$ cat config.mk
export PLATFORM = sky130hd
export DESIGN_NAME = emu_top
export DESIGN_NICKNAME = d
export VERILOG_FILES = /design/src/rtl/emu_pkg.sv /design/src/rtl/sys_reset_ctrl.sv /design/src/rtl/db15_joy_reader.sv /design/src/rtl/joy_select.sv /design/src/rtl/emu_top.sv
export SDC_FILE = /design/constraint.sdc
export NUM_CORES = 1
export LEC_CHECK = 0
export BUFFER_PORTS_ARGS = -buffer_cell sky130_fd_sc_hd__buf_2
export CORE_AREA = 5 5 106 83
export CTS_CLUSTER_SIZE = 20
export DETAILED_ROUTE_END_ITERATION = 7
export DIE_AREA = 0 0 111 88
export PLACE_DENSITY = 0.81
export SKIP_LAST_GASP = 1
export SLEW_MARGIN = 20
export SYNTH_ARGS = -nofsm -noshare
export SYNTH_HDL_FRONTEND = slang
export SYNTH_SLANG_ARGS = --single-unit
$ cat constraint.sdc
create_clock -name clk_sys -period 2.19 [get_ports clk_sys]
set_clock_uncertainty 0.05 [all_clocks]
set_input_delay 0.219 -clock clk_sys [delete_from_list [all_inputs] [get_ports clk_sys]]
set_output_delay 0.219 -clock clk_sys [all_outputs]
set_load 0.02 [all_outputs]
$ cat src/rtl/emu_pkg.sv
package emu_pkg;

    ////////////////////////////////////////
    // Plain vectors

    // Host status word from the HPS side
    typedef logic [31:0] status_t;

    // Two DB15 mode bits taken from status
    typedef logic [1:0]  db15_mode_t;

    // Open drain user port
    typedef logic [6:0]  user_port_t;

    // Raw adapter frame, active low on the wire
    typedef logic [15:0] db15_word_t;

    // Bit positions in status and on the user port
    localparam int STATUS_RST_BIT  = 0;
    localparam int STATUS_MODE_LSB = 30;
    localparam int USER_JOY_LOAD   = 0;
    localparam int USER_JOY_CLK    = 1;
    localparam int USER_JOY_DATA   = 5;

    ////////////////////////////////////////
    // Player pads

    // One player, every field active high
    typedef struct packed {
        logic coin;
        logic start;
        logic b2;
        logic b1;
        logic right;
        logic left;
        logic down;
        logic up;
    } pad_t;

    // Both adapter pads plus the slot enables
    typedef struct packed {
        logic p2_active;
        logic p1_active;
        pad_t p2;
        pad_t p1;
    } db15_pads_t;

    // Adapter scan FSM
    typedef enum logic [1:0] {
        DB_IDLE,
        DB_LOAD,
        DB_CLK_LO,
        DB_CLK_HI
    } db15_state_t;

endpackage

$ cat src/rtl/sys_reset_ctrl.sv
`timescale 1ns/10ps

module sys_reset_ctrl #(
    parameter int PLL_RST_CYCLES  = 256,
    parameter int GAME_RST_CYCLES = 16
) (
    input  logic clk_sys,
    input  logic RESET,
    input  logic pll_locked,
    input  logic status_rst,
    input  logic button_rst,
    output logic pll_rst,
    output logic game_rst
);

    localparam int PW = $clog2(PLL_RST_CYCLES + 1);
    localparam int GW = $clog2(GAME_RST_CYCLES + 1);

    localparam logic [PW-1:0] PLL_LOAD  = PW'(PLL_RST_CYCLES - 1);
    localparam logic [GW-1:0] GAME_LOAD = GW'(GAME_RST_CYCLES - 1);

    logic          last_locked;
    logic          lock_lost;
    logic [PW-1:0] pll_cnt;
    logic          rst_cause;
    logic [GW-1:0] game_cnt;

    ////////////////////////////////////////
    // PLL re-lock request

    // Falling edge of the lock flag
    assign lock_lost = last_locked & ~pll_locked;

    always_ff @(posedge clk_sys or posedge RESET) begin
        if (RESET) begin
            last_locked <= 1'b0;
            pll_rst     <= 1'b0;
            pll_cnt     <= '0;
        end else begin
            last_locked <= pll_locked;
            if (lock_lost) begin
                // Another loss while holding restarts the hold
                pll_rst <= 1'b1;
                pll_cnt <= PLL_LOAD;
            end else if (pll_cnt != '0) begin
                pll_cnt <= pll_cnt - PW'(1);
            end else begin
                pll_rst <= 1'b0;
            end
        end
    end

    ////////////////////////////////////////
    // Game reset stretcher

    // Anything that must keep the core frozen
    assign rst_cause = status_rst | button_rst | pll_rst | ~pll_locked;

    always_ff @(posedge clk_sys or posedge RESET) begin
        if (RESET) begin
            game_rst <= 1'b1;
            game_cnt <= GAME_LOAD;
        end else if (rst_cause) begin
            game_rst <= 1'b1;
            game_cnt <= GAME_LOAD;
        end else if (game_cnt != '0) begin
            game_cnt <= game_cnt - GW'(1);
        end else begin
            game_rst <= 1'b0;
        end
    end

endmodule

$ cat src/rtl/db15_joy_reader.sv
`timescale 1ns/10ps

module db15_joy_reader import emu_pkg::*; #(
    parameter int JOY_HALF_BIT = 4,
    parameter int SCAN_PERIOD  = 256
) (
    input  logic       clk_sys,
    input  logic       RESET,
    input  db15_mode_t mode,
    input  user_port_t user_in,
    output user_port_t user_out,
    output logic       user_mode,
    output db15_pads_t pads,
    output logic       joy_update
);

    localparam int PW = $clog2(SCAN_PERIOD);
    localparam int HW = $clog2(2 * JOY_HALF_BIT);

    localparam logic [PW-1:0] PERIOD_LAST = PW'(SCAN_PERIOD - 1);
    localparam logic [HW-1:0] LOAD_LAST   = HW'(2 * JOY_HALF_BIT - 1);
    localparam logic [HW-1:0] HALF_LAST   = HW'(JOY_HALF_BIT - 1);

    db15_state_t   state;
    logic [PW-1:0] period_cnt;
    logic [HW-1:0] half_cnt;
    logic [3:0]    bit_idx;
    db15_word_t    shift_word;
    logic          scan_en;
    logic          sample_now;
    logic          last_sample;
    logic          joy_load;
    logic          joy_clk;
    logic          joy_data;
    pad_t          pad1;
    pad_t          pad2;

    assign scan_en  = |mode;
    assign joy_data = user_in[USER_JOY_DATA];

    ////////////////////////////////////////
    // Frame timing

    // Free running while enabled, frame starts at zero
    always_ff @(posedge clk_sys or posedge RESET) begin
        if (RESET) begin
            period_cnt <= '0;
        end else if (!scan_en || period_cnt == PERIOD_LAST) begin
            period_cnt <= '0;
        end else begin
            period_cnt <= period_cnt + PW'(1);
        end
    end

    always_ff @(posedge clk_sys or posedge RESET) begin
        if (RESET) begin
            state    <= DB_IDLE;
            half_cnt <= '0;
            bit_idx  <= '0;
        end else if (!scan_en) begin
            // Abort any frame and release the port
            state    <= DB_IDLE;
            half_cnt <= '0;
            bit_idx  <= '0;
        end else begin
            case (state)
                DB_IDLE: begin
                    if (period_cnt == '0) begin
                        state    <= DB_LOAD;
                        half_cnt <= '0;
                    end
                end
                DB_LOAD: begin
                    if (half_cnt == LOAD_LAST) begin
                        state    <= DB_CLK_LO;
                        half_cnt <= '0;
                        bit_idx  <= '0;
                    end else begin
                        half_cnt <= half_cnt + HW'(1);
                    end
                end
                DB_CLK_LO: begin
                    if (half_cnt == HALF_LAST) begin
                        state    <= DB_CLK_HI;
                        half_cnt <= '0;
                    end else begin
                        half_cnt <= half_cnt + HW'(1);
                    end
                end
                DB_CLK_HI: begin
                    if (half_cnt == HALF_LAST) begin
                        half_cnt <= '0;
                        if (bit_idx == 4'd15) begin
                            state <= DB_IDLE;
                        end else begin
                            state   <= DB_CLK_LO;
                            bit_idx <= bit_idx + 4'd1;
                        end
                    end else begin
                        half_cnt <= half_cnt + HW'(1);
                    end
                end
                default: state <= DB_IDLE;
            endcase
        end
    end

    ////////////////////////////////////////
    // Data capture

    // Same cycle the clock goes high
    assign sample_now = scan_en && (state == DB_CLK_LO) && (half_cnt == HALF_LAST);

    // Bit 0 arrives first and ends up at the bottom
    always_ff @(posedge clk_sys) begin
        if (sample_now) begin
            shift_word <= {joy_data, shift_word[15:1]};
        end
    end

    always_ff @(posedge clk_sys or posedge RESET) begin
        if (RESET) begin
            last_sample <= 1'b0;
            joy_update  <= 1'b0;
            pad1        <= '0;
            pad2        <= '0;
        end else begin
            last_sample <= sample_now && (bit_idx == 4'd15);
            joy_update  <= last_sample;
            if (last_sample) begin
                pad1 <= pad_t'(~shift_word[7:0]);
                pad2 <= pad_t'(~shift_word[15:8]);
            end
        end
    end

    ////////////////////////////////////////
    // Port drive

    // Load is active low
    assign joy_load = (state != DB_LOAD);
    assign joy_clk  = (state == DB_CLK_HI);

    always_comb begin
        user_out = '1;
        if (scan_en) begin
            user_out[USER_JOY_CLK]  = joy_clk;
            user_out[USER_JOY_LOAD] = joy_load;
        end
    end

    assign user_mode = scan_en;

    assign pads = '{p2_active: mode[1], p1_active: scan_en, p2: pad2, p1: pad1};

endmodule

$ cat src/rtl/joy_select.sv
`timescale 1ns/10ps

module joy_select import emu_pkg::*; (
    input  logic       clk_sys,
    input  logic       RESET,
    input  pad_t       host_joy1,
    input  pad_t       host_joy2,
    input  db15_pads_t pads,
    output pad_t       game_joy1,
    output pad_t       game_joy2
);

    pad_t next_joy1;
    pad_t next_joy2;

    // Whole pad is taken from one source so coin and start
    // always belong to the same player
    function automatic pad_t pick_pad(
        input logic use_db15,
        input pad_t db15_pad,
        input pad_t host_pad
    );
        pad_t sel;
        if (use_db15) begin
            sel = db15_pad;
        end else begin
            sel = host_pad;
        end
        return sel;
    endfunction

    ////////////////////////////////////////
    // Slot choice

    always_comb begin
        next_joy1 = pick_pad(pads.p1_active, pads.p1, host_joy1);
        next_joy2 = pick_pad(pads.p2_active, pads.p2, host_joy2);
    end

    ////////////////////////////////////////
    // Output registers

    always_ff @(posedge clk_sys or posedge RESET) begin
        if (RESET) begin
            game_joy1 <= '0;
            game_joy2 <= '0;
        end else begin
            game_joy1 <= next_joy1;
            game_joy2 <= next_joy2;
        end
    end

endmodule

$ cat src/rtl/emu_top.sv
`timescale 1ns/10ps

module emu_top import emu_pkg::*; #(
    parameter int PLL_RST_CYCLES  = 256,
    parameter int GAME_RST_CYCLES = 16,
    parameter int JOY_HALF_BIT    = 4,
    parameter int SCAN_PERIOD     = 256
) (
    input  logic       clk_sys,
    input  logic       RESET,

    // PLL
    input  logic       pll_locked,
    output logic       pll_rst,

    // Host side
    input  status_t    status,
    input  logic [1:0] buttons,
    input  pad_t       host_joy1,
    input  pad_t       host_joy2,

    // User port
    input  user_port_t user_in,
    output user_port_t user_out,
    output logic       user_mode,

    // Game core side
    output logic       game_rst,
    output pad_t       game_joy1,
    output pad_t       game_joy2,
    output logic       joy_update
);

    logic       status_rst;
    logic       button_rst;
    db15_mode_t db15_mode;
    db15_pads_t db15_pads;

    assign status_rst = status[STATUS_RST_BIT];
    assign button_rst = buttons[1];
    assign db15_mode  = status[STATUS_MODE_LSB +: 2];

    ////////////////////////////////////////
    // Reset supervision

    sys_reset_ctrl #(
        .PLL_RST_CYCLES  ( PLL_RST_CYCLES  ),
        .GAME_RST_CYCLES ( GAME_RST_CYCLES )
    ) u_rst (
        .clk_sys    ( clk_sys    ),
        .RESET      ( RESET      ),
        .pll_locked ( pll_locked ),
        .status_rst ( status_rst ),
        .button_rst ( button_rst ),
        .pll_rst    ( pll_rst    ),
        .game_rst   ( game_rst   )
    );

    ////////////////////////////////////////
    // DB15 adapter

    db15_joy_reader #(
        .JOY_HALF_BIT ( JOY_HALF_BIT ),
        .SCAN_PERIOD  ( SCAN_PERIOD  )
    ) u_db15 (
        .clk_sys    ( clk_sys    ),
        .RESET      ( RESET      ),
        .mode       ( db15_mode  ),
        .user_in    ( user_in    ),
        .user_out   ( user_out   ),
        .user_mode  ( user_mode  ),
        .pads       ( db15_pads  ),
        .joy_update ( joy_update )
    );

    ////////////////////////////////////////
    // Player slots

    joy_select u_joy (
        .clk_sys   ( clk_sys   ),
        .RESET     ( RESET     ),
        .host_joy1 ( host_joy1 ),
        .host_joy2 ( host_joy2 ),
        .pads      ( db15_pads ),
        .game_joy1 ( game_joy1 ),
        .game_joy2 ( game_joy2 )
    );

endmodule

==> metrics.txt <==
sequential cell area 2190 sq um; share of cells above drive strength 1 26.4%; WP data required 2.38 ns; critical path's largest stage delay roughly 0.41 ns; Die Wd 111 um; drt pass-1 iters 4; num ports 87; Worst Tran Pin Value 0.553 ns; pre-CTS WS around 0.35 ns; Die Span Y 88 um; flops & latches, synth 84; GRT Util Overall 15.1%; Min Clock Period, post-route 1.84 ns; clock sink count 84; IO buf count 45; Final nets 431; number of global-route vias before repair around 2,500; Reg clk slew, reported paths around 0.08 ns; CTS root buf clkbuf_8; Max Freq 542 MHz; Cell variety after synth 53; crit path max fanout 3; total negative slack 0 ns; Post-DRT Antenna Nets 0; pwr dens ~860 nW/um^2; critical path class reg -> reg; EDFF count, synth 16; slowest stage cell, crit path or3b_4; TritonCTS Buffers 9; GR Overflow Total 0; Synth area leader dfrtp_1; cell area after synthesis 3580 sq um; HPWL after DPL 4520 um; post-synthesis sequential area ratio 61.0%; Hold Crit Class in -> reg; worst path cell trace inv_1 > ha_1 > or3b_4 > or3_1 > a21oi_1 > o31ai_1; fin crit share 84.2%; WP buf/inv 1; fillcell total 662; CP Capture Type register; Max Cap Violations 0; Final Max Slew Viols 0; DRT iter0 DRCs 196; WHS 0.0194 ns; crit path DAT 2.03 ns; Main synth FF type dfrtp_1; initial antenna violation count 0; via count 2,368; CTS H-tree lvls 3; Routed WL per cell 14.0 um; final setup fails 0; Final Hold Viols 0; die area 9770 sq um; Max transition margin 63.0%; syn_area_per_cell 11.9 sq um; Initial Utilization a little under half; CTS resizes 0; worst skew pair latency around 0.36 ns; Synth async-reset ratio 81.0%; Synth-to-Final Area Change 19.0%; drt drc 0; core region area approximately 7700 sq um; final wirelength 6630 um; LEAKAGE 0.00184 uW; Vias/cell 5.01; RSZ-0062 raised after global routing no; Yosys Warn Count 0; setup ws final 0.346 ns; top-area cell type share of the netlist area 44.0%; Post-Synthesis Cells 301; largest net degree at the start of global routing a little under 70; worst-case clock buffer depth 2; Multi-input gate area 1250 sq um; top cells by area, synth dfrtp_1 (44%), edfxtp_1 (13%), dfstp_2 (3.7%); Site Rows 28; GP Congestion between 0.8 and 0.9; Ant. Diodes 0; critical path's top delay family simple AND/OR/NAND/NOR gates; status complete, no violations; CTS tree built; worst vdd ir approximately 0.46 mV; crit start category register; first-pass GRT wire length ~12,000 um
## final cells by class
| class | count | area share, % |
|---|---|---|
| Tap cell | 105 | 3.08 |
| Timing Repair Buffer | 61 | 8.91 |
| Clock inverter | 6 | 2.05 |
| Multi-Input combinational cell | 182 | 29.2 |
| Sequential cell | 84 | 51.3 |
| Clock buffer | 10 | 3.23 |
| Inverter | 25 | 2.20 |
## synthesized netlist by cell type, types with 2 or more instances
| master | n |
|---|---|
| dfrtp_1 | 63 |
| nand2_1 | 26 |
| inv_1 | 25 |
| nor2_1 | 20 |
| a21oi_1 | 16 |
| edfxtp_1 | 16 |
| o21ai_0 | 13 |
| mux2i_1 | 11 |
| mux2_2 | 10 |
| ha_1 | 8 |
| nand3_1 | 8 |
| nand2b_1 | 6 |
| buf_4 | 5 |
| clkbuf_1 | 5 |
| dfstp_2 | 5 |
| nor3_1 | 5 |
| xnor2_1 | 4 |
| xor2_1 | 4 |
| a211oi_1 | 3 |
| and3_1 | 3 |
| buf_2 | 3 |
| o31ai_1 | 3 |
| or3_1 | 3 |
| a21boi_0 | 2 |
| and2_1 | 2 |
| nor4b_1 | 2 |
| o21ai_1 | 2 |
| o31a_1 | 2 |
| or4_4 | 2 |
## worst reg2reg max path, cell delays in order (launching register included)
cell and delay, ns:
dfrtp_1 0.40, inv_1 0.09, ha_1 0.19, or3b_4 0.41
or3_1 0.34, a21oi_1 0.16, o31ai_1 0.09
## where the power goes
part	leakage, uW	internal [uW]	total [uW]	switching (uW)
Clock	0.000105	670	1220	547
Combinational	0.000789	268	583	316
Sequential	0.000941	1730	1880	153
Total	0.00184	2670	3680	1020
## registers in the layout (all words and copies together) (netlist names), 2 cells and up
signal             count
u_db15.period_cnt      8
u_db15.half_cnt        3
u_db15.pads           16
u_rst.pll_cnt          9
u_db15.bit_idx         4
u_rst.game_cnt         5
u_joy.game_joy1        8
u_db15.state           2
u_db15.shift_word     16
u_joy.game_joy2        8
## metal layers
metal	wire length (um)	share of wire, %	global-route usage, %	up-vias
met3	421	6.4	6.35	6
li1	-	-	-	1151
met2	3270	49	25.4	56
met4	41	0.62	4.36	0
met5	0	0	0	-
met1	2900	44	17.9	1155
## path summary, 6_finish.rpt
| path | start | to | depth (start not counted) | slack [ns] |
|---|---|---|---|---|
| hold reg to reg | u_db15.last_sample$_DFF_PP0_ | u_db15.joy_update$_DFF_PP0_ | 0 | 0.35 |
| setup reg to reg | u_rst.pll_cnt[0]$_DFFE_PP0P_ | u_rst.pll_cnt[6]$_DFFE_PP0P_ | 6 | 0.35 |
| hold / removal | host_joy1[5] | u_joy.game_joy1[5]$_DFF_PP0_ | 3 | 0.02 |
| setup / recovery | u_rst.pll_cnt[0]$_DFFE_PP0P_ | u_rst.pll_cnt[6]$_DFFE_PP0P_ | 6 | 0.35 |
| max in group asynchronous | RESET | u_rst.game_cnt[3]$_DFFE_PP1P_ | 4 | 1.35 |
| min in group asynchronous | RESET | u_db15.joy_update$_DFF_PP0_ | 4 | 0.44 |
## repair_timing
action	4_1_cts	5_1_grt
hold buffers	9	0
setup buffers	0	0
hold endpoints to repair	71	0
## logic make-up (layout without fill, tap and decap cells)
group,after synthesis,in the layout,synth area share [%]
and+or+nand+nor,89,89,13.4
DFF,84,84,61.0
AOI/OAI and AO/OA,51,51,9.81
buffers and inverters,39,102,4.71
muxes,21,21,6.21
adders and majority gates,8,8,2.79
xor gates and xnor gates,8,8,1.95
other,1,5,0.105
## cells in the final DEF (no fill, tap or decap), drive strengths merged, types with 4 or more instances in the layout
cell type    Yosys  layout
a21oi           16      16
nand3            8       8
nor2            21      21
nand2           26      26
o21ai           15      15
buf              9      52
xnor2            4       4
xor2             4       4
dfrtp           63      63
a211oi           4       4
clkbuf           5      10
dfstp            5       5
dlygate4sd3      0       9
inv             25      25
conb             1       5
ha               8       8
mux2i           11      11
nor3             6       6
edfxtp          16      16
nand2b           6       6
mux2            10      10
## stage by stage
stage / instances / utilization, % / total power (uW) / cell area [sq um]
2_1_floorplan: 305 / - / 2330 / 3600
3_3_place_gp: 448 / 51.5 / 2450 / 3950
3_5_place_dp: 448 / 51.5 / 2490 / 3950
4_1_cts: 473 / 55.6 / 3740 / 4270
5_1_grt: 473 / 55.6 / 3890 / 4270
6_report: 473 / 55.6 / 3680 / 4270
Note: power is estimated with default switching activity, not from simulation.
